[config.mk]
export PLATFORM = sky130hd
export DESIGN_NAME = dual_port_ram
export DESIGN_NICKNAME = d
export VERILOG_FILES = /design/src/hdl/step_pkg.sv /design/src/hdl/dual_port_ram.sv
export VERILOG_INCLUDE_DIRS = /design/src /design/src/hdl
export SDC_FILE = /design/constraint.sdc
export NUM_CORES = 2
export LEC_CHECK = 0
export BUFFER_PORTS_ARGS = -buffer_cell sky130_fd_sc_hd__clkbuf_2
export CAP_MARGIN = 0
export CORE_ASPECT_RATIO = 1.75
export CORE_UTILIZATION = 30
export CTS_CLUSTER_SIZE = 24
export DETAILED_ROUTE_END_ITERATION = 8
export HOLD_SLACK_MARGIN = 0.15
export RECOVER_POWER = 25
export SLEW_MARGIN = 20
export SYNTH_ARGS = -nofsm -noshare
export SYNTH_HDL_FRONTEND = slang
export SYNTH_SLANG_ARGS = --single-unit
[constraint.sdc]
create_clock -name CLK -period 3.43 [get_ports CLK]
set_input_delay 0.343 -clock CLK [delete_from_list [all_inputs] [get_ports CLK]]
set_output_delay 0.343 -clock CLK [all_outputs]
set_load 0.01 [all_outputs]
[src/hdl/step_settings.svh]
`ifndef STEP_SETTINGS_SVH
`define STEP_SETTINGS_SVH

// Channels delivered per frame, one per clock.
`define STEP_CHANNELS 249

// Width of intensities, step counts and rates.
`define STEP_WIDTH 16

// Address width of the per-channel RAMs.
`define STEP_ADDR_WIDTH 8

// Operands to registered magnitude difference.
`define ADDSUB_LATENCY 2

// The divider has an input register, one stage per quotient bit and an output register.
`define DIV_LATENCY 18

`endif
[src/hdl/step_pkg.sv]
`include "step_settings.svh"

package step_pkg;

  typedef logic [`STEP_WIDTH-1:0] intensity_t;  // Target intensity of one channel.

  typedef logic [`STEP_WIDTH-1:0] steps_t;  // Frame-wide completion step count.

  typedef logic [`STEP_WIDTH-1:0] rate_t;

  // Absolute difference between two targets, also used for remainders.
  typedef logic [`STEP_WIDTH-1:0] diff_t;

  typedef logic [`STEP_ADDR_WIDTH-1:0] addr_t;  // Channel index into the RAMs.

  typedef enum logic {
    CALC_IDLE,
    CALC_RUN
  } calc_state_t;

endpackage

[src/hdl/dual_port_ram.sv]
`timescale 1ns/10ps
`include "step_settings.svh"

module dual_port_ram (
  input  logic                   CLK,
  input  step_pkg::addr_t        rd_addr,
  output logic [`STEP_WIDTH-1:0] rd_data,
  input  logic                   wr_en,
  input  step_pkg::addr_t        wr_addr,
  input  logic [`STEP_WIDTH-1:0] wr_data
);

  localparam int ENTRIES = 1 << `STEP_ADDR_WIDTH;

  // Every channel starts from a zero target, difference and remainder.
  logic [`STEP_WIDTH-1:0] mem [ENTRIES] = '{default: '0};

  // Read data is registered, so it appears one cycle after the address.
  always_ff @(posedge CLK) begin
    rd_data <= mem[rd_addr];
  end

  always_ff @(posedge CLK) begin
    if (wr_en) begin
      mem[wr_addr] <= wr_data;
    end
  end

endmodule

==> impl_metrics.yaml <==
status:
  status: "complete, but fails checks"
  violations: "max-capacitance violations, max-slew violations, negative setup slack"
logic_synthesis:
  syn_inst: 7360
  synth_area_um2: 159000
  synth_top_area_share_pct: 77.5
  synth_edf_count: 4096
  ys_warn_count: 0
  synth_area_leader_cell: "edfxtp_1"
  ys_ff_latch: 4112
  avgSynthCellArea_um2: 21.6
  synth_nets: 7394
  async_flop_share_pct: 0
  synth_area_leaders: "edfxtp_1, mux4_2, mux2i_1"
  synth.yosys.seq_area_share_pct: 77.7
  synth.distinct_cells: 52
  ys.flop_type: "edfxtp_1"
timing:
  worst_pin_slew_ps: 3330
  worst_slew_margin_rel_pct: -122
  finalHoldViolCount: 0
  min_period_ps: 3510
  setup-tns-final_ps: -76.4
  period_share_pct: 102
  final_max_slew_viol_count: 1523
  max_freq_mhz: 285
  setup_slack_ps: -76.4
  fin_skew_ps: 107
  rsz0062_at_grt: "false"
  setup_viol_count_final: 1
critical_path:
  r2r-end: "rd_data[15]$_DFF_P_"
  timing.rr.start: "mem[55][15]$_DFFE_PP_"
  crit_top_cell: "mux4_2"
  crit_path_max_fanout: 3
  crit_path_cell_trace: "mux4_2, mux4_2, a22o_1, o32ai_1, buf_4, nor4_1"
  critPathLaunchType: "flop"
  cp_slowest_cell: "o32ai_1"
  critical_path_class: "flop to flop"
  reg2regPathDepth: 6
  arrival_ps: 4350
  critPathRequiredTime_ps: 4280
  endpoint_kind: "flop"
  regToRegSetupSlack_ps: -80
  slowest_delay_ps: 1120
die:
  die_h_um: 964
  num_rows: 353
  dieArea_um2: 532000
  start_util_pct: 30.1
  io_pins: 50
  die_x_um: 552
  core_um2: 527000
global_route:
  grt_use_met2_pct: 29.7
  grt.overflow.total: 0
  grt_antenna_before_repair: 21
  grt_pass1_wl_um: 628000
  met3_usage_pct: 1.96
  grt_pass1_vias: 80492
  grt_use_met1_pct: 18.4
  grt_start_max_net_pins: 112
  grt_usage_pct: 16.6
  top_usage_layer: "met2"
clocking:
  postCtsSetupBuffers: 0
  clk_pin_slew_ps: 70
  clock-sinks: 4112
  clock_latency_ps: 960
  cts_made_buffers: 331
  clockBufferDepth: 4
  cts_tree: "yes"
  cts.htree.levels: 5
  root_buffer: "clkbuf_16"
finish:
  register_area_um2: 123000
  mostFrequentLayoutCell: "edfxtp_1"
  final_cell_mix: "edfxtp_1, mux4_2, buf_4"
  multi_input_area_um2: 32900
  drive_above_1_share_pct: 26.8
  fin_util_pct: 34.7
  syn2layout_area_growth_pct: 15.4
  final_net_count: 8084
  fillers: 48640
detailed_routing:
  via_per_inst: 5.17
  drtIter0Drc: 8717
  ant_nets: 0
  drcViolationCount: 0
  num_vias: 78851
  route.detailed.wl_per_inst_um: 29.5
  firstDrtPassIters: 6
  wl_um: 450000
worst_hold_path:
  min_from: "rd_addr[4]"
  min_path_type: "input port to flop"
  whs_endpoint: "rd_data[3]$_DFF_P_"
  holdPathStages: 5
place:
  dp_slack_ps: -644
  io_buffers: 49
  gp_congestion: 0.907
  dp_hpwl_um: 293000
power_and_ir_drop:
  power_leakage_nw: 57.4
  p_per_area_nw_per_um2: 549
  power_mw: 101
  peakVddDrop_mv: 0.476
flow_run:
  cap_violations: 20
-- report_power, final --
group	internal (mW)	switching [mW]
sequential	55.4	0.114
clock	21.5	18.0
combinational	2.01	3.67
total	78.9	21.8
-- area by class of cell --
type | instances | area share, %
multi-input cells | 2792 | 18.0
repair buffers | 809 | 3.99
clock inverters | 204 | 1.23
flip-flops and latches | 4112 | 67.3
diodes | 15 | 0.0205
inverters | 4 | 0.0150
well taps | 6922 | 4.73
clock buffers | 388 | 4.73
-- Yosys cell counts (20+ instances only) --
cell      number
o221ai_1     252
buf_6         77
o22ai_1      148
clkbuf_1     230
o32ai_1       20
nand3_1       35
buf_4         26
o21ai_0       37
mux2i_1      565
mux4_2       797
mux2_2        88
buf_1         27
a221oi_1      28
nand4_1       26
nand2_1       38
nor2_1       304
edfxtp_1    4096
nor3_1        92
a22oi_1       43
a22o_1        32
a21oi_1      175
buf_2         76
-- cells by family (layout without fill, tap and decap cells) --
group	Yosys count	after routing	synth area share, %
flip-flops	4112	4112	77.7
multiplexers	1450	1450	15.5
AO/OA/AOI/OAI	786	786	3.54
AND/OR/NAND/NOR	556	556	1.57
buffers and inverters	456	1405	1.69
other	0	15	0
-- repair_timing --
action                     CTS  global route
gates resized for setup      0             0
hold endpoints to repair  1409             0
hold buffers                16             0
-- flip-flops by register name, indices dropped and copies added (netlist names) --
signal / cells
rd_data: 16
mem: 4096
-- layer usage --
metal / vias up / routed length [um] / part of all wire (%)
li1: 32537 / - / -
met2: 3219 / 234000 / 52
met5: - / 20 / 0.0044
met1: 42230 / 155000 / 34
met4: 4 / 35200 / 7.8
met3: 861 / 26400 / 5.9
-- worst max-delay path, delay by kind of cell (launching register included) --
kind,cells,cell delay [ps]
AO/OA/AOI/OAI,2,1680
AND/OR/NAND/NOR,1,60
flip-flops,1,390
buffers and inverters,1,300
multiplexers,2,1010
-- per-stage QoR --
stage               cell area (um2)  instances  hold slack, ps
finish                       183000      15246             275
global route                 183000      15234             260
CTS                          183000      15231             169
detailed placement           172000      14623             834
global placement             172000      14622             830
floorplan                    159000       7360             442
-- worst max path at each step --
stage / startpoint / to / slack (ps) / cells after the start
finish: mem[55][15]$_DFFE_PP_ / rd_data[15]$_DFF_P_ / -80 / 6
global route: wr_data[5] / mem[50][5]$_DFFE_PP_ / 100 / 3
CTS: mem[55][15]$_DFFE_PP_ / rd_data[15]$_DFF_P_ / 10 / 6
detailed placement: rd_addr[0] / rd_data[15]$_DFF_P_ / -640 / 8
global placement: rd_addr[0] / rd_data[1]$_DFF_P_ / -1090 / 11
floorplan: wr_addr[3] / mem[235][0]$_DFFE_PP_ / 920 / 6
Power figures use the tool's default switching activity.
