File: src/hdl/step_settings.svh
`ifndef STEP_SETTINGS_SVH
`define STEP_SETTINGS_SVH

// Channels delivered per frame, one per clock.
`define STEP_CHANNELS 249

// Width of intensities, step counts and rates.
`define STEP_WIDTH 16

// Address width of the per-channel RAMs.
`define STEP_ADDR_WIDTH 8

// Operands to registered magnitude difference.
`define ADDSUB_LATENCY 2

// The divider has an input register, one stage per quotient bit and an output register.
`define DIV_LATENCY 18

`endif
File: src/hdl/step_pkg.sv
`include "step_settings.svh"

package step_pkg;

  typedef logic [`STEP_WIDTH-1:0] intensity_t;  // Target intensity of one channel.

  typedef logic [`STEP_WIDTH-1:0] steps_t;  // Frame-wide completion step count.

  typedef logic [`STEP_WIDTH-1:0] rate_t;

  // Absolute difference between two targets, also used for remainders.
  typedef logic [`STEP_WIDTH-1:0] diff_t;

  typedef logic [`STEP_ADDR_WIDTH-1:0] addr_t;  // Channel index into the RAMs.

  typedef enum logic {
    CALC_IDLE,
    CALC_RUN
  } calc_state_t;

endpackage

File: src/hdl/restoring_divider.sv
`timescale 1ns/10ps
`include "step_settings.svh"

module restoring_divider (
  input  logic             CLK,
  input  step_pkg::diff_t  dividend,
  input  step_pkg::steps_t divisor,
  output step_pkg::rate_t  quotient,
  output step_pkg::diff_t  remainder
);

  localparam int W = `STEP_WIDTH;

  // Stage i holds the partial remainder after i quotient bits.
  step_pkg::diff_t  part_rem [W+1];
  // Unused dividend bits sit at the top; quotient bits shift in from the bottom.
  logic [W-1:0]     num_bits [W+1];
  step_pkg::steps_t den      [W];

  always_ff @(posedge CLK) begin
    logic [W:0] shifted;
    logic [W:0] trial;

    part_rem[0] <= '0;
    num_bits[0] <= dividend;
    den[0]      <= divisor;

    for (int i = 0; i < W; i++) begin
      shifted = {part_rem[i], num_bits[i][W-1]};
      trial   = shifted - {1'b0, den[i]};
      if (!trial[W]) begin  // Trial subtraction fits, so keep it and set the bit.
        part_rem[i+1] <= trial[W-1:0];
        num_bits[i+1] <= {num_bits[i][W-2:0], 1'b1};
      end else begin
        part_rem[i+1] <= shifted[W-1:0];
        num_bits[i+1] <= {num_bits[i][W-2:0], 1'b0};
      end
    end

    for (int i = 1; i < W; i++) begin
      den[i] <= den[i-1];
    end

    // A zero divisor makes every trial succeed, giving all ones and the dividend back.
    quotient  <= num_bits[W];
    remainder <= part_rem[W];
  end

  // Known operands must come out as a known result after the full pipeline.
  a_result_known : assert property (
    @(posedge CLK) !$isunknown({dividend, divisor}) |->
      ##(`DIV_LATENCY) !$isunknown({quotient, remainder})
  ) else $error("Divider produced an unknown result from known operands.");

endmodule

File: config.mk
export PLATFORM = sky130hd
export DESIGN_NAME = restoring_divider
export DESIGN_NICKNAME = d
export VERILOG_FILES = /design/src/hdl/step_pkg.sv /design/src/hdl/restoring_divider.sv
export VERILOG_INCLUDE_DIRS = /design/src /design/src/hdl
export SDC_FILE = /design/constraint.sdc
export NUM_CORES = 1
export LEC_CHECK = 0
export ABC_AREA = 1
export BUFFER_PORTS_ARGS = -buffer_cell sky130_fd_sc_hd__buf_2
export CORE_UTILIZATION = 30
export CTS_CLUSTER_DIAMETER = 100
export DETAILED_ROUTE_END_ITERATION = 10
export PLACE_DENSITY = 0.48
export SETUP_SLACK_MARGIN = 0.05
export SLEW_MARGIN = 10
export SYNTH_ARGS = -nofsm -noshare
export SYNTH_HDL_FRONTEND = slang
export SYNTH_SLANG_ARGS = --single-unit
File: constraint.sdc
create_clock -name CLK -period 1.8 [get_ports CLK]
set_input_delay 0.27 -clock CLK [delete_from_list [all_inputs] [get_ports CLK]]
set_output_delay 0.27 -clock CLK [all_outputs]
set_load 0.02 [all_outputs]
==> flow_summary.json <==
{
  "dp_hpwl_mm": 77.6,
  "synth.top_cells.by_count": "1796 x nand2_1, 990 x inv_1, 816 x dfxtp_1, 440 x nand3_1, 242 x ha_1",
  "met1_usage": 0.191,
  "track_usage": 0.158,
  "n_antenna_cell": 0,
  "crit_arrival_ns": 2.62,
  "hp-class": "in -> reg",
  "h-tree-depth": 3,
  "via_per_inst": 4.18,
  "outcome": "complete, but fails checks",
  "postRouteAntennaNets": 0,
  "fin_skew_ns": 0.0221,
  "clock_latency_ns": 0.69,
  "crit_type": "reg -> reg",
  "r2r-end": "part_rem[12][7]",
  "nets": 6398,
  "r2r-start": "num_bits[11][15]",
  "clock-sinks": 816,
  "yosysUniqueCellTypes": 34,
  "grt_use_met2": 0.281,
  "netlist_top_cells_area": "dfxtp_1 43%, nand2_1 18%, inv_1 9.8%",
  "synth_seq_cells": 816,
  "cts_max_path_buffers": 3,
  "tns_ns": -24.04,
  "crit_slowest_cell": "fa_2",
  "r2r_cells": 13,
  "wire_per_inst_um": 13.2,
  "ys_seq_area_frac": 0.433,
  "drive_above_1_share": 0.311,
  "cp_common_cell": "nand2_2",
  "first_global_vias": 31922,
  "p_per_area_mw_per_mm2": 1830,
  "remaining_drc_errors": 0,
  "synth_top_area_share": 0.433,
  "hold_depth": 2,
  "cp-end-kind": "register",
  "failed_checks": "negative setup slack",
  "syn_area_per_cell_um2": 7.43,
  "synth_edf_count": 0,
  "fin_ws_ns": -0.186,
  "grt_max_degree": 18,
  "fmax_mhz": 503,
  "antenna_found_initial": 2,
  "grt_busiest_layer": "met2",
  "min_period_over_period": 1.10,
  "timing_hold_violations_final": 0,
  "r2r_slack_ns": -0.19,
  "period_needed_ns": 1.99,
  "grt_pass1_wl_mm": 161,
  "leakagePower_nw": 29.2,
  "grt-ovfl-total": 0,
  "min_to": "num_bits[0][0]",
  "syn_area_mm2": 0.0378,
  "cts_root_buf": "clkbuf_16",
  "ys_warn_count": 0,
  "required_ns": 2.43,
  "critPathMaxStageDelay_ns": 0.36,
  "port_buffers": 64,
  "setup_viol": 248,
  "grt_use_met3": 0.0284,
  "cap_violations": 0,
  "ir_worst_vdd_v": 0.00127,
  "ys_async_sr_fraction": 0,
  "dieWidth_um": 357,
  "vias": 32709,
  "hold_start": "dividend[0]",
  "cp-start-kind": "register",
  "drt_iter0_markers": 1554,
  "routed_wl_mm": 104,
  "pre_cts_slack_ns": -0.354,
  "path_cells": "inv_2 -> ha_4 -> fa_2 -> inv_2 -> nand2_2 -> nand2_2 -> nand3_2 -> nand2_4 -> nand2_4 -> nand3_4 -> buf_8 -> nand3_2 -> nand2_2",
  "area_growth_pct": 43.3,
  "fp.dieH_um": 357,
  "synth_area_leader_cell": "dfxtp_1",
  "maxSlewHeadroom": 0.638,
  "start_util": 0.304,
  "rsz0062_at_grt": "true",
  "firstDrtPassIters": 5,
  "place.gp.congestion": 0.848,
  "critPathMaxFanout": 8,
  "tritoncts": "yes",
  "synthFlopType": "dfxtp_1",
  "rows": 129,
  "numCtsBuffers": 94,
  "core-area_mm2": 0.124,
  "ioPinCount": 65,
  "die_area_mm2": 0.127,
  "syn_inst": 5086,
  "finalMaxSlewViolations": 0,
  "yosysMostFrequentCell": "nand2_1",
  "worstMarginPinSlew_ns": 0.537,
  "nFillCells": 12530,
  "clkTransAtPathRegs_ns": 0.06
}
## routing by layer
| layer | wire [µm] | vias to the layer above |
|---|---|---|
| met1 | 46300 | 14648 |
| met2 | 50700 | 386 |
| met5 | 0 | - |
| li1 | - | 17509 |
| met4 | 2930 | 0 |
| met3 | 3610 | 166 |
## metrics by stage
step / power, W / cell area (µm²) / util / hold slack, ns / std cells
6_report: 0.0989 / 54100 / 0.436 / 0.214 / 7817
5_1_grt: 0.107 / 54100 / 0.436 / 0.161 / 7817
2_1_floorplan: 0.0532 / 38200 / - / 0.298 / 5092
3_3_place_gp: 0.0692 / 45700 / 0.368 / 0.310 / 7469
4_1_cts: 0.0932 / 50900 / 0.409 / 0.142 / 7733
3_5_place_dp: 0.0693 / 45700 / 0.368 / 0.312 / 7469
## where the power goes
group          internal, W  switching [W]
Combinational       0.0242         0.0289
Sequential          0.0229        0.00315
Clock               0.0118        0.00789
Total               0.0590         0.0399
## cells by family (layout without fill, tap and decap cells)
group | Yosys count | after routing | synth area share
AO/OA/AOI/OAI | 121 | 121 | 0.0191
adder cells (fa/ha/maj) | 257 | 257 | 0.0881
AND/OR/NAND/NOR | 2750 | 2776 | 0.326
flip-flops | 816 | 816 | 0.433
XOR/XNOR | 105 | 105 | 0.0244
other | 1 | 7 | 0.0000993
buffers and inverters | 1036 | 2098 | 0.110
## flip-flops by register name, summed over array words and instances (netlist names)
register	flops
den	256
part_rem	256
quotient	16
num_bits	272
remainder	16
## cells in the final DEF (no fill, tap or decap), drive strengths merged
master / n
nand2: 1968
inv: 996
buf: 895
dfxtp: 816
nand3: 462
ha: 242
nor2: 191
clkbuf: 133
a21oi: 120
xor2: 69
nand4: 40
and2: 39
xnor2: 36
dlygate4sd3: 32
nand3b: 30
or2: 22
nor3: 22
clkinv: 19
fa: 15
clkinvlp: 13
bufinv: 10
conb: 7
nor4: 2
o21ai: 1
## timing repair
item	in CTS	in global routing
hold endpoints to repair	32	0
resized for setup	217	504
buffers inserted	48	59
endpoints found under the setup margin	255	258
gates cloned	16	28
hold buffers	32	0
pin swaps	140	249
## how the worst max path moves through the flow
| stage | depth (start not counted) | slack (ns) | from | end |
|---|---|---|---|---|
| after floorplan | 14 | -0.02 | num_bits[10][15] | part_rem[11][11] |
| after global placement | 14 | -0.33 | num_bits[9][15] | part_rem[10][12] |
| after detailed placement | 14 | -0.35 | num_bits[9][15] | part_rem[10][12] |
| after CTS | 14 | -0.16 | num_bits[10][15] | part_rem[11][8] |
| after global routing | 13 | -0.27 | num_bits[2][15] | part_rem[3][13] |
| final | 13 | -0.19 | num_bits[11][15] | part_rem[12][7] |
## cell type report
type                            instances  area, µm²  area share
Tap cell                             1637       2050      0.0378
Clock buffer                          120       2640      0.0488
Timing Repair Buffer                  940       7830       0.145
Inverter                              990       3720      0.0687
Sequential cell                       816      16500       0.304
Multi-Input combinational cell       3266      20800       0.385
Clock inverter                         48        602      0.0111
## critical path: cells and delay by family (launching register included)
| kind | cells | cell delay, ns |
|---|---|---|
| simple gates | 8 | 0.74 |
| flops | 1 | 0.35 |
| fa+ha+maj | 2 | 0.52 |
| buf+inv | 3 | 0.32 |
Power figures use the tool's default switching activity.
