File: src/hdl/step_settings.svh
`ifndef STEP_SETTINGS_SVH
`define STEP_SETTINGS_SVH

// Channels delivered per frame, one per clock.
`define STEP_CHANNELS 249

// Width of intensities, step counts and rates.
`define STEP_WIDTH 16

// Address width of the per-channel RAMs.
`define STEP_ADDR_WIDTH 8

// Operands to registered magnitude difference.
`define ADDSUB_LATENCY 2

// The divider has an input register, one stage per quotient bit and an output register.
`define DIV_LATENCY 18

`endif
File: src/hdl/step_pkg.sv
`include "step_settings.svh"

package step_pkg;

  typedef logic [`STEP_WIDTH-1:0] intensity_t;  // Target intensity of one channel.

  typedef logic [`STEP_WIDTH-1:0] steps_t;  // Frame-wide completion step count.

  typedef logic [`STEP_WIDTH-1:0] rate_t;

  // Absolute difference between two targets, also used for remainders.
  typedef logic [`STEP_WIDTH-1:0] diff_t;

  typedef logic [`STEP_ADDR_WIDTH-1:0] addr_t;  // Channel index into the RAMs.

  typedef enum logic {
    CALC_IDLE,
    CALC_RUN
  } calc_state_t;

endpackage

File: src/hdl/pipelined_subtractor.sv
`timescale 1ns/10ps

module pipelined_subtractor (
  input  logic            CLK,
  input  step_pkg::diff_t minuend,
  input  step_pkg::diff_t subtrahend,
  output step_pkg::diff_t difference
);

  step_pkg::diff_t minuend_q;
  step_pkg::diff_t subtrahend_q;

  // First stage holds the operands.
  always_ff @(posedge CLK) begin
    minuend_q    <= minuend;
    subtrahend_q <= subtrahend;
  end

  // The caller puts the larger value first, so this never wraps.
  always_ff @(posedge CLK) begin
    difference <= minuend_q - subtrahend_q;
  end

endmodule

File: config.mk
export PLATFORM = sky130hd
export DESIGN_NAME = pipelined_subtractor
export DESIGN_NICKNAME = d
export VERILOG_FILES = /design/src/hdl/step_pkg.sv /design/src/hdl/pipelined_subtractor.sv
export VERILOG_INCLUDE_DIRS = /design/src /design/src/hdl
export SDC_FILE = /design/constraint.sdc
export NUM_CORES = 1
export LEC_CHECK = 0
export BUFFER_PORTS_ARGS = -buffer_cell sky130_fd_sc_hd__buf_2
export CORE_MARGIN = 4
export CORE_UTILIZATION = 55
export CTS_CLUSTER_SIZE = 24
export DETAILED_ROUTE_END_ITERATION = 10
export GPL_TIMING_DRIVEN = 0
export PLACE_DENSITY = 0.83
export SYNTH_ARGS = -nofsm -noshare
export SYNTH_HDL_FRONTEND = slang
export SYNTH_SLANG_ARGS = --single-unit
File: constraint.sdc
create_clock -name CLK -period 3.8 [get_ports CLK]
set_input_delay 0.76 -clock CLK [delete_from_list [all_inputs] [get_ports CLK]]
set_output_delay 0.76 -clock CLK [all_outputs]
set_load 0.02 [all_outputs]
==> results of run 1 <==
[power by group through the flow]
stage / clock network (mW) / registers (mW) / logic [mW]
after floorplan: 0 / 0.626 / 0.123
after global placement: 0 / 0.578 / 0.238
after detailed placement: 0 / 0.580 / 0.242
after CTS: 0.434 / 0.569 / 0.244
after global routing: 0.452 / 0.573 / 0.270
final: 0.422 / 0.568 / 0.244
[per-layer routing]
layer / up-vias / part of all wire, %
li1: 756 / -
met1: 648 / 45
met2: 52 / 45
met3: 11 / 7.3
met4: 0 / 2.7
met5: - / 0
[sequential cells by signal, indices dropped and copies added (netlist names)]
name and flops:
difference 16, subtrahend_q 16, minuend_q 16
[layout make-up]
cell class	instances	share of cell area, %
tap	46	2.49
timing repair buffer	48	10.4
inverter	20	3.24
clock buffer	5	1.62
multi-input combinational	116	36.2
sequential	48	41.5
clock inverter	3	3.89
buffer	2	0.703
[cells in the final DEF, fill, tap and decap left out, drive strengths merged, types with 2 or more instances in the layout]
cell type  instances
nor3               3
nand2b             2
clkbuf             6
xnor2              6
o21a               4
nand3              5
and3               2
and2               3
a21o               5
a21oi             13
nor2b              4
a31oi              2
xor2               3
bufinv             3
inv               20
o31a               2
or4                2
o211ai             2
o2111ai            2
dfxtp             48
nor2               9
a211oi             2
ha                15
o21ai              5
buf               49
nand2             10
[how the worst min path moves through the flow]
stage / startpoint / to / slack (ns)
after CTS: minuend[14] / minuend_q[14] / 0.47
after floorplan: subtrahend_q[0] / difference[0] / 0.47
after global routing: subtrahend[3] / subtrahend_q[3] / 0.45
after global placement: subtrahend_q[0] / difference[0] / 0.47
after detailed placement: subtrahend_q[0] / difference[0] / 0.49
final: minuend[4] / minuend_q[4] / 0.48
[stage by stage]
| step | power (mW) | utilization [%] | instance area, sq um | instances |
|---|---|---|---|---|
| after floorplan | 0.749 | - | 1890 | 186 |
| after global placement | 0.817 | 65.5 | 2190 | 280 |
| after detailed placement | 0.822 | 65.5 | 2190 | 280 |
| after CTS | 1.25 | 69.4 | 2310 | 288 |
| after global routing | 1.30 | 69.4 | 2310 | 288 |
| final | 1.23 | 69.4 | 2310 | 288 |
[cells by family (layout without fill, tap and decap cells)]
logic type                 Yosys count  in the layout
DFF                                 48             48
AOI/OAI and AO/OA                   46             46
and+or+nand+nor                     44             44
buffers and inverters               22             78
adders and majority gates           16             16
xor gates and xnor gates             9              9
muxes                                1              1
[critical path, cell delays in order (launching register included)]
cell and delay (ns):
dfxtp_1 0.33, inv_1 0.04, ha_1 0.22, fa_1 0.41, nor2b_1 0.17, o2111ai_1 0.18, a2111oi_0 0.58, nor3_1 0.14
xnor2_1 0.15
==> metrics.txt, run 1 <==
worst-skew pair later-pin latency 0.36 ns; Residual DRC 0; Clock Power Share 34.2%; r2r endpoint difference[14]; Post-Synth Adder-Cell Area 11.0%; maximum level of the CTS H-tree 2; status completed; Die W 66.6 um; largest cells by area after synthesis dfxtp_1 (51%), ha_1 (9.9%), inv_1 (4.0%); Post-synth ARST share 0%; largest area contributor in the netlist dfxtp_1; most numerous cell in the Yosys netlist dfxtp_1; Worst Setup Path Type reg -> reg; Die H around 67 um; R2R setup slack 1.48 ns; multiplexer area fraction after synthesis less than 1%; Slew HR 64.7%; xor/xnor share of the synthesized area 4.17%; share of cells above drive strength 1 24.8%; worst hold stages 1; R2R cell count 8; post_cts resized 0; Hold-fix buffers, CTS 0; Via density 5.09; commonest cells in the netlist dfxtp_1 (48), inv_1 (20), ha_1 (15), a21oi_1 (12), nand2_1 (10); Final nets between 200 and 300; Netlist cell types 41; post-synthesis area per instance roughly 10 sq um; Mapped Area 1890 sq um; Worst Skew 0.00955 ns; num rows 21; largest family of logic cells by synthesized area compound AO/OA/AOI/OAI gates; Post-CTS Setup Inserts 0; initial antenna violation count 0; register area ~960 sq um; min Tclk post-route around 2.3 ns; final hold violation count 0; Yosys top cell area share about half; placed wire-length estimate 2530 um; worst setup path endpoint difference[14]; core area around 3300 sq um; area of the multi-input gates 837 sq um; Worst EP required 4.06 ns; Synth Flop Type dfxtp_1; DRT iter0 DRCs 78; DR vias 1467; CTS sink count 48; Comb pwr share 19.8%; CP max FO 3; Overall Global Routing Usage 16.2%; setup TNS 0 ns; CP Capture Type flop; GR Overflow Total 0; met1 Use GR 20.7%; syn_nets 235; met3 Use GR 5.73%; Pleak 1.15 nW; Least-Margin Pin Slew 0.516 ns; worst setup margin 1.48 ns; Critical Path Start minuend_q[0]; 1st-pass router iterations 4; crit path DAT roughly 2.6 ns; first-pass GRT wire length 5340 um; synthesized flop and latch total 48; Synth Area in Simple Gates 11.9%; CTS tree yes; fin crit share 61.2%; YS warnings 0; # Max-Cap Violations 0; IO buf count 48; final setup vio count 0; Die ar. 4440 sq um; smallest hold slack 0.484 ns; Final ANT Viol Nets 0; area growth from synthesis to layout 22.5%; busiest grt layer met2; Synth Area in Compound Gates between 15 and 20%; Root Driver clkbuf_4; element type at the critical path start flop; switching share of power 24.9%; largest net degree at the start of global routing 16; Internal 927 uW; CTS max path bufs 2; PwrDens 534 nW/um^2; Antenna Cells 0; RSZ-0062 raised after global routing false; TritonCTS Buffers 5; fillers ~280; Max VDD drop 289 uV; number of synthesized flops with an enable pin 0; I/O pins 49; Initial Utilization 56.6%; Fmax 0.430 GHz; Final GP Congestion about 0.79; clk slew on worst S/H paths 0.13 ns; NetSw 308 uW; met2 Usage GRT 23.8%; R2R Path Start minuend_q[0]; pins over their slew limit 0; WL final 3300 um; register area share after synthesis about half; Sequential Power Share 46.0%; HP Class in -> reg; DP Worst Slack 1.54 ns; Post-Synthesis Cells 186; WL per Instance 11.5 um; vias in the first global route about 1200
(Power assumes the default switching activity.)
==> inputs of run 2 (changes only) <==
CORE_UTILIZATION = 51   (was 55)
PLACE_DENSITY = 0.77   (was 0.83)
clock period = 2.3 ns   (was 3.8 ns; I/O delays follow)
==> metrics.txt, run 2 (synthesized netlist as in run 1, its figures left out) <==
status completed (unchanged); placed wire-length estimate 2590 um (was 2530 um); DRT iter0 DRCs 54 (was 78); CP Capture Type flop (unchanged); commonest non-fill, non-tap cells in the layout dfxtp_1 (48), buf_2 (48), inv_1 (20) (unchanged); CTS max path bufs 2 (unchanged); fin crit share 93.6% (was 61.2%); top flop regs difference: 16 flops, minuend_q: 16 flops, subtrahend_q: 16 flops (unchanged); Max VDD drop 465 uV (was 289 uV); worst setup margin 0.148 ns (was 1.48 ns); Via density 5.07 (was 5.09); Fmax 0.465 GHz (was 0.430 GHz); maximum level of the CTS H-tree 2 (unchanged); Worst Setup Path Type reg -> reg (unchanged); crit path DAT 2.34 ns (was 2.58 ns); final hold violation count 0 (unchanged); initial antenna violation count 0 (unchanged); CTS sink count 48 (unchanged); # Max-Cap Violations 0 (unchanged); Die H 68.9 um (was 66.6 um); vias in the first global route 1310 (was 1240); Worst Skew 0.00516 ns (was 0.00955 ns); IO buf count 48 (unchanged); worst-skew pair later-pin latency 0.29 ns (was 0.36 ns); 1st-pass router iterations 4 (unchanged); largest net degree at the start of global routing 16 (unchanged); HP Class in -> reg (unchanged); WL final 3400 um (was 3300 um); Final nets 291 (was 290); RSZ-0062 raised after global routing false (unchanged); final setup vio count 0 (unchanged); Least-Margin Pin Slew 0.357 ns (was 0.516 ns); CP max FO 3 (unchanged); share of cells above drive strength 1 26.3% (was 24.8%); Slew HR 76.2% (was 64.7%); R2R cell count 8 (unchanged); num rows 21 (unchanged); fillers 320 (was 277); Antenna Cells 0 (unchanged); worst hold stages 1 (unchanged); setup TNS 0 ns (unchanged); Root Driver clkbuf_8 (was clkbuf_4); I/O pins 49 (unchanged); Overall Global Routing Usage 15.4% (was 16.2%); WL per Instance 11.8 um (was 11.5 um); first-pass GRT wire length 5350 um (was 5340 um); Die W 68.9 um (was 66.6 um); Pleak 1.14 nW (was 1.15 nW); CTS tree yes (unchanged); clk slew on worst S/H paths 0.08 ns (was 0.13 ns); Final ANT Viol Nets 0 (unchanged); area growth from synthesis to layout 22.9% (was 22.5%); Initial Utilization 54.5% (was 56.6%); DP Worst Slack 0.0234 ns (was 1.54 ns); core area 3470 sq um (was 3340 sq um); element type at the critical path start flop (unchanged); Residual DRC 0 (unchanged); DR vias 1464 (was 1467); min Tclk post-route 2.15 ns (was 2.32 ns); GR Overflow Total 0 (unchanged); PwrDens 833 nW/um^2 (was 534 nW/um^2); Hold-fix buffers, CTS 0 (unchanged); TritonCTS Buffers 5 (unchanged); Die ar. 4740 sq um (was 4440 sq um); Worst EP required 2.48 ns (was 4.06 ns); Final GP Congestion 0.809 (was 0.793); pins over their slew limit 0 (unchanged)
## run 2: area by class of cell
type	instances	area, sq um	share of cell area (%)
clock inverters	3	42.5	1.83
well taps	46	57.6	2.48
repair buffers	49	248	10.7
plain buffers	2	16.3	0.700
clock buffers	5	68.8	2.96
flip-flops and latches	48	961	41.4
inverters	20	75.1	3.23
multi-input cells	116	853	36.7
## run 2: per-stage QoR
stage          total power, mW  hold slack, ns  cells  instance area [sq um]  util (%)
2_1_floorplan             1.24           0.470    186                   1890         -
3_3_place_gp              1.35           0.475    280                   2190      63.1
3_5_place_dp              1.36           0.488    280                   2190      63.1
4_1_cts                   1.94           0.249    288                   2300      66.4
5_1_grt                   2.03           0.242    289                   2320      67.0
6_report                  1.93           0.258    289                   2320      67.0
## run 2: repair_timing
action	in CTS	in global routing
pin swaps	0	1
buffers inserted	0	1
resized for setup	1	4
setup endpoints to repair	1	2
## run 2: critical path, stage by stage (launching register included)
cell       delay [ns]
dfxtp_1          0.31
inv_1            0.04
ha_1             0.22
fa_1             0.42
nor2b_1          0.21
o2111ai_2        0.18
a2111oi_2        0.40
nor3_1           0.12
xnor2_1          0.14
## run 2: per-layer routing
layer	vias to the layer above	wire length, um	GRT usage (%)
li1	755	-	-
met1	656	1590	19.0
met2	48	1530	24.4
met3	5	255	5.02
met4	0	32	6.57
met5	-	0	0
## run 2: where the power goes
part | switching [mW] | total, mW | internal [mW]
clock | 0.260 | 0.581 | 0.321
sequential | 0.0213 | 0.940 | 0.918
combinational | 0.245 | 0.414 | 0.169
total | 0.526 | 1.93 | 1.41
## run 2: worst paths after layout
kind	start	endpoint	slack (ns)
min reg2reg	subtrahend_q[0]	difference[0]	0.50
min	minuend[14]	minuend_q[14]	0.26
max reg2reg	minuend_q[0]	difference[14]	0.15
max	minuend_q[0]	difference[14]	0.15
