$ cat src/hdl/delay_line.sv
`timescale 1ns/10ps

module delay_line #(
  parameter int WIDTH = 16,
  parameter int DEPTH = 1
) (
  input  logic             CLK,
  input  logic [WIDTH-1:0] din,
  output logic [WIDTH-1:0] dout
);

  logic [WIDTH-1:0] stages [DEPTH];

  always_ff @(posedge CLK) begin
    stages[0] <= din;
    for (int i = 1; i < DEPTH; i++) begin
      stages[i] <= stages[i-1];
    end
  end

  assign dout = stages[DEPTH-1];  // Input from DEPTH cycles ago.

endmodule

$ cat config.mk
export PLATFORM = sky130hd
export DESIGN_NAME = delay_line
export DESIGN_NICKNAME = d
export VERILOG_FILES = /design/src/hdl/delay_line.sv
export SDC_FILE = /design/constraint.sdc
export NUM_CORES = 1
export LEC_CHECK = 0
export ABC_AREA = 1
export BUFFER_PORTS_ARGS = -buffer_cell sky130_fd_sc_hd__buf_4
export CORE_AREA = 2 2 39 41
export CTS_BUF_LIST = sky130_fd_sc_hd__clkbuf_16
export DETAILED_ROUTE_END_ITERATION = 12
export DIE_AREA = 0 0 41 43
export MAX_ROUTING_LAYER = met4
export PLACE_DENSITY = 0.67
export RECOVER_POWER = 25
export SETUP_SLACK_MARGIN = 0.15
export SYNTH_ARGS = -nofsm -noshare
export SYNTH_HDL_FRONTEND = slang
export SYNTH_SLANG_ARGS = --single-unit
$ cat constraint.sdc
create_clock -name CLK -period 0.8 [get_ports CLK]
set_input_delay 0.16 -clock CLK [delete_from_list [all_inputs] [get_ports CLK]]
set_output_delay 0.16 -clock CLK [all_outputs]
set_load 0.1 [all_outputs]
==> reports/qor.yml, run 1 <==
worst_path_largest_cell_delay_ps: 350
clock_path_buffers: 2
tightest_slew_ps: 55.3
h-tree-depth: 1
pre_cts_ws_ps: 33.2
synth_area_um2: 320
crit_type: "reg2out"
hp-class: "in2reg"
finalCriticalPeriod_ps: 917
fp.dieH_um: 43
overflow: 0
io_buffer_count: 32
grt_max_degree: 9
synth_seq_cells: 16
comb.multi_input.count: 0
crit_fanout: 1
drt-total-wl_um: 776
drc: 0
crit_path_end_kind: "output pin"
regArea_um2: 380
syn_nets: 33
fin_nets: 70
setup-tns-final_ps: -1710
path_cells: "buf_12"
antenna_cells: 0
p_sw_uw: 635
avgSynthCellArea_um2: 20.0
seq_power_share_pct: 36.9
fill_cells: 95
total_power_uw: 2320
grt_pass1_vias: 279
row_count: 14
rsz0062_at_grt: "yes"
netlist_instances: 16
synth_warnings: 0
regMostFlops: "stages"
area_delta_synth_final_pct: 186
p_int_uw: 1680
cts_tree: "built"
hold_viol_final: 0
ys_types: 1
largest_register_ffs: 16
via_per_inst: 3.88
antenna_found_initial: 0
slew_viol_final: 0
required_ps: 640
layout-drive-gt1-share_pct: 100
worst-path-buf-inv: 1
drtAntennaViolNets: 0
combinationalPowerShare_pct: 23.5
vias: 260
pwr-share-clk_pct: 39.5
dieArea_um2: 1760
cp_slowest_cell: "dfxtp_4"
fin_util_pct: 66.2
leakagePower_uw: 0.000404
power_density_nw_per_um2: 2530
gp_congestion: 0.588
postCtsHoldBufs: 0
core_area_um2: 1380
die_w_um: 41
startpoint_type: "flop"
crit_arrival_ps: 760
drt-pass1-iter-count: 1
setup_slack_ps: -117
largestRegisters: "stages (16)"
crit_family: "flip-flops"
wl_per_cell_um: 11.6
setup_viol: 16
max_freq_ghz: 1.09
cts-root-buf: "clkbuf_16"
synth-seq-area-share_pct: 100
pin_count: 33
clkTransAtPathRegs_ps: 40
violations: "setup timing"
grt_pass1_wl_um: 1120
multi_input_area_um2: 0
grt.total_usage_pct: 10.7
drtIter0Drc: 0
cts_sinks: 16
status: "complete, but fails checks"
start_util_pct: 23.1
cts_inserted_buffers: 3
cap_violations: 0
switching_share_pct: 27.4
vdd_drop_max_mv: 1.49
relSlewSlack_pct: 96.3
finalCritPeriodShare_pct: 115
==> stage by stage <==
step	cell area, µm²	std cells	hold WS [ps]
2_1_floorplan	380	16	188
6_report	916	67	21.2
4_1_cts	916	67	15.5
3_5_place_dp	641	64	265
3_3_place_gp	641	64	265
5_1_grt	916	67	16.8
==> cell type report <==
type | instances | share of cell area (%)
clock buffer | 3 | 8.20
timing repair buffer | 32 | 48.1
tap | 16 | 2.19
sequential | 16 | 41.5
==> power by group through the flow <==
stage	combinational (µW)	clock [µW]	sequential, µW
floorplan	0	0	1160
global route	559	971	858
CTS	549	948	857
global placement	437	0	845
detailed placement	441	0	846
finish	545	916	856
==> metal layers <==
metal / global-route usage (%) / part of all wire, % / up-vias
li1: - / - / 119
met1: 10.3 / 33 / 106
met2: 16.3 / 44 / 33
met3: 5.76 / 20 / 2
met4: 6.00 / 2.4 / 0
met5: - / 0 / -
==> placed cells by master, fill, tap and decap left out <==
master      n
clkbuf_16   3
dfxtp_4    16
clkbuf_4    4
buf_4      12
buf_12     16
==> synthesized netlist by cell type (all sizes together) <==
cell type,n,share of area [%]
dfxtp,16,100
==> what timing repair did <==
item,CTS,global route
gates resized for setup,48,0
gates cloned,0,0
endpoints found under the setup margin,16,16
setup buffers,0,0
==> logic make-up (layout without fill, tap and decap cells) <==
group	count (synthesis)	count (layout)	share of synthesized area (%)
flip-flops	16	16	100
buffers and inverters	0	35	0
==> worst paths after layout <==
path	startpoint	to	slack, ps	cells after the start
setup / recovery	stages[0][3]$_DFF_P_	dout[3]	-120	1
hold / removal	din[3]	stages[0][3]$_DFF_P_	20	1
(Power assumes the default switching activity.)
==> run 2, diff against run 1 <==
==> constraint.sdc (replaced) <==
create_clock -name CLK -period 0.8 [get_ports CLK]
set_input_delay 0.12 -clock CLK [delete_from_list [all_inputs] [get_ports CLK]]
set_output_delay 0.12 -clock CLK [all_outputs]
set_load 0.1 [all_outputs]
==> reports/qor.yml, run 2 (synthesis gave the netlist of run 1 again) <==
met3_usage_pct: 6.28
fp.dieH_um: 43
cts_inserted_buffers: 3
finalCriticalPeriod_ps: 882
overflow: 0
setup_slack_ps: -82.2
vias: 320
layout-drive-gt1-share_pct: 76.1
clock_path_buffers: 2
drtIter0Drc: 0
crit_path_start: "stages[0][11]$_DFF_P_"
post_cts_buffers: 0
comb.multi_input.count: 0
relSlewSlack_pct: 93.6
dieArea_um2: 1760
status: "complete, but fails checks"
hold_viol_final: 0
drtAntennaViolNets: 0
cp_slowest_cell: "dfxtp_4"
drc: 0
row_count: 14
h-tree-depth: 1
cts-root-buf: "clkbuf_16"
grt_use_met2_pct: 22.2
crit_path_end_kind: "output pin"
area_delta_synth_final_pct: 246
cap_violations: 0
final_area_um2: 1110
largestRegisters: "stages (16)"
vdd_drop_max_mv: 1.73
clkTransAtPathRegs_ps: 50
required_ps: 680
fin_nets: 86
min-delay-start: "din[6]"
power_density_nw_per_um2: 2170
cts_tree: "built"
hp-class: "in2reg"
core_area_um2: 1380
regMostFlops: "stages"
grt_max_degree: 9
worst-path-buf-inv: 1
crit_type: "reg2out"
finalCritPeriodShare_pct: 110
holdWs_ps: 166
placed_area_um2: 641
grt.total_usage_pct: 12.6
layout_common_cells: "buf_12, dfxtp_4, dlymetal6s4s_1"
tightest_slew_ps: 95.4
path_cells: "buf_12"
max_freq_ghz: 1.13
die_w_um: 41
antenna_found_initial: 0
grt_most_used_layer: "met2"
via_per_inst: 3.86
cts_sinks: 16
grt_pass1_vias: 345
crit_path_end: "dout[11]"
drt-pass1-iter-count: 1
gp_congestion: 0.588
worst_path_largest_cell_delay_ps: 350
setup_viol: 16
rsz0062_at_grt: "yes"
antenna_cells: 0
wl_per_cell_um: 12.7
largest_register_ffs: 16
io_buffer_count: 32
cp_num_cells: 1
crit_fanout: 1
grt_use_met1_pct: 9.60
crit_family: "flip-flops"
startpoint_type: "flop"
start_util_pct: 23.1
slew_viol_final: 0
leakagePower_uw: 0.000586
pin_count: 33
crit_arrival_ps: 760
multi_input_area_um2: 0
grt_pass1_wl_um: 1350
violations: "setup timing"
drt-total-wl_um: 1050
run 2: layout make-up:
type                  instances  area [µm²]
Sequential cell              16         380
Tap cell                     16        20.0
Clock buffer                  3        75.1
Fill cell                    78         275
Timing Repair Buffer         48         633
run 2: layer usage:
metal | share of wire (%) | vias to the layer above
met5 | 0 | -
met2 | 53 | 33
li1 | - | 151
met1 | 32 | 134
met3 | 13 | 2
met4 | 1.8 | 0
run 2: timing repair:
item / 4_1_cts / 5_1_grt
gates resized for setup: 48 / 13
hold buffers: 15 / 3
endpoints found under the hold margin: 16 / 3
setup endpoints to repair: 16 / 31
run 2: per-stage QoR:
stage / util (%) / power (µW) / instances / setup WS, ps / setup TNS, ps
after floorplan: - / 1160 / 16 / 176 / 0
after global placement: 46.3 / 1280 / 64 / 84.7 / 0
after detailed placement: 46.3 / 1290 / 64 / 73.2 / 0
after CTS: 77.0 / 2410 / 82 / -90.4 / -1200
after global routing: 80.1 / 2480 / 83 / -97.5 / -1350
final: 80.1 / 2410 / 83 / -82.2 / -1130
run 2: worst min-delay path by stage:
stage	to	slack (ps)	depth (start not counted)
after global routing	stages[0][3]$_DFF_P_	180	2
after CTS	stages[0][4]$_DFF_P_	-5	1
after global placement	stages[0][12]$_DFF_P_	220	1
after detailed placement	stages[0][3]$_DFF_P_	230	1
final	stages[0][6]$_DFF_P_	170	2
after floorplan	stages[0][0]$_DFF_P_	150	0
run 2: power by group:
group	switching, µW	internal, µW
combinational	352	271
clock	275	653
sequential	35.4	821
==> run 3, diff against run 2 <==
--- a/config.mk
+++ b/config.mk
@@ -6,13 +6,15 @@
 export NUM_CORES = 1
 export LEC_CHECK = 0
 export ABC_AREA = 1
-export BUFFER_PORTS_ARGS = -buffer_cell sky130_fd_sc_hd__buf_4
+export CELL_PAD_IN_SITES_DETAIL_PLACEMENT = 0
+export CELL_PAD_IN_SITES_GLOBAL_PLACEMENT = 1
 export CORE_AREA = 2 2 39 41
 export CTS_BUF_LIST = sky130_fd_sc_hd__clkbuf_16
 export DETAILED_ROUTE_END_ITERATION = 12
 export DIE_AREA = 0 0 41 43
+export DONT_BUFFER_PORTS = 1
 export MAX_ROUTING_LAYER = met4
-export PLACE_DENSITY = 0.67
+export PLACE_DENSITY = 0.55
 export RECOVER_POWER = 25
 export SETUP_SLACK_MARGIN = 0.15
 export SYNTH_ARGS = -nofsm -noshare
==> reports/qor.yml, run 3 (synthesis gave the netlist of run 1 again) <==
p_sw_uw: 597
vias: 200
drtAntennaViolNets: 0
cts_inserted_buffers: 3
relSlewSlack_pct: 80.6
layout-drive-gt1-share_pct: 52.8
cap_violations: 0
status: "complete, but fails checks"
power_density_nw_per_um2: 3330
cts-root-buf: "clkbuf_16"
grt_max_degree: 10
clock_path_buffers: 2
vdd_drop_max_mv: 1.73
area_delta_synth_final_pct: 99.6
tightest_slew_ps: 292
start_util_pct: 23.1
drt-total-wl_um: 678
row_count: 14
die_w_um: 41
setup_slack_ps: -84.2
fp.dieH_um: 43
regArea_um2: 380
setup_viol: 16
crit_path_end_kind: "output pin"
gp_congestion: 0.516
required_ps: 680
via_per_inst: 3.85
drc: 0
crit_fanout: 1
core_area_um2: 1380
holdWs_ps: 428
cp_num_cells: 0
drtIter0Drc: 1
comb.multi_input.count: 0
violations: "setup timing"
startpoint_type: "flop"
antenna_found_initial: 0
cts_resized: 0
regMostFlops: "stages"
grt_pass1_wl_um: 883
seq_power_share_pct: 54.2
fill_cells: 124
clkTransAtPathRegs_ps: 40
whs_path_depth: 1
fin_util_pct: 46.2
antenna_cells: 0
crit_type: "reg2out"
overflow: 0
multi_input_area_um2: 0
pin_count: 33
fin_nets: 54
hp-class: "in2reg"
h-tree-depth: 1
layout_common_cells: "dlygate4sd3_1, dfxtp_4, clkbuf_16"
largestRegisters: "stages (16)"
dieArea_um2: 1760
slew_viol_final: 0
total_power_uw: 2130
hold_viol_final: 0
grt_pass1_vias: 218
finalCriticalPeriod_ps: 884
rsz0062_at_grt: "yes"
p_int_uw: 1530
cts_sinks: 16
cts_tree: "built"
finalCritPeriodShare_pct: 111
combinationalPowerShare_pct: 2.9
crit_arrival_ps: 760
wl_per_cell_um: 13.0
grt.total_usage_pct: 9.02
post_cts_buffers: 0
leakagePower_uw: 0.000246
io_buffer_count: 0
switching_share_pct: 28.0
largest_register_ffs: 16
pwr-share-clk_pct: 43.0
max_freq_ghz: 1.13
drt-pass1-iter-count: 2
[run 3: power groups by stage]
stage	clock, µW	sequential, µW	combinational (µW)
after floorplan	0	1160	0
after global placement	0	1170	0
after detailed placement	0	1170	0
after CTS	957	1160	60.9
after global routing	1000	1160	65.4
final	916	1150	60.8
[run 3: repair_timing]
item,4_1_cts,5_1_grt
pin swaps,0,0
endpoints found under the hold margin,16,0
setup endpoints to repair,16,16
hold buffers,16,0
[run 3: per-stage QoR]
stage / setup WS (ps) / setup TNS (ps) / area [µm²] / instances
floorplan: 176 / 0 / 380 / 16
global placement: 171 / 0 / 400 / 32
detailed placement: 166 / 0 / 400 / 32
CTS: -94.8 / -1420 / 639 / 52
global route: -103 / -1560 / 639 / 52
finish: -84.2 / -1280 / 639 / 52
[run 3: worst paths after layout]
kind,start,end,slack [ps]
worst max-delay path,stages[0][0]$_DFF_P_,dout[0],-80
worst min-delay path,din[5],stages[0][5]$_DFF_P_,430
[run 3: layout make-up]
type                  count  area share, %
Sequential cell          16           59.5
Timing Repair Buffer     16           25.0
Clock inverter            1          0.587
Tap cell                 16           3.13
Clock buffer              3           11.7
[run 3: per-layer routing]
layer / part of all wire [%] / global-route usage, % / vias to the layer above
met5: 0 / - / -
met4: 0 / 8.00 / 0
met3: 11 / 4.71 / 0
met2: 53 / 14.7 / 24
met1: 36 / 6.27 / 87
li1: - / - / 89
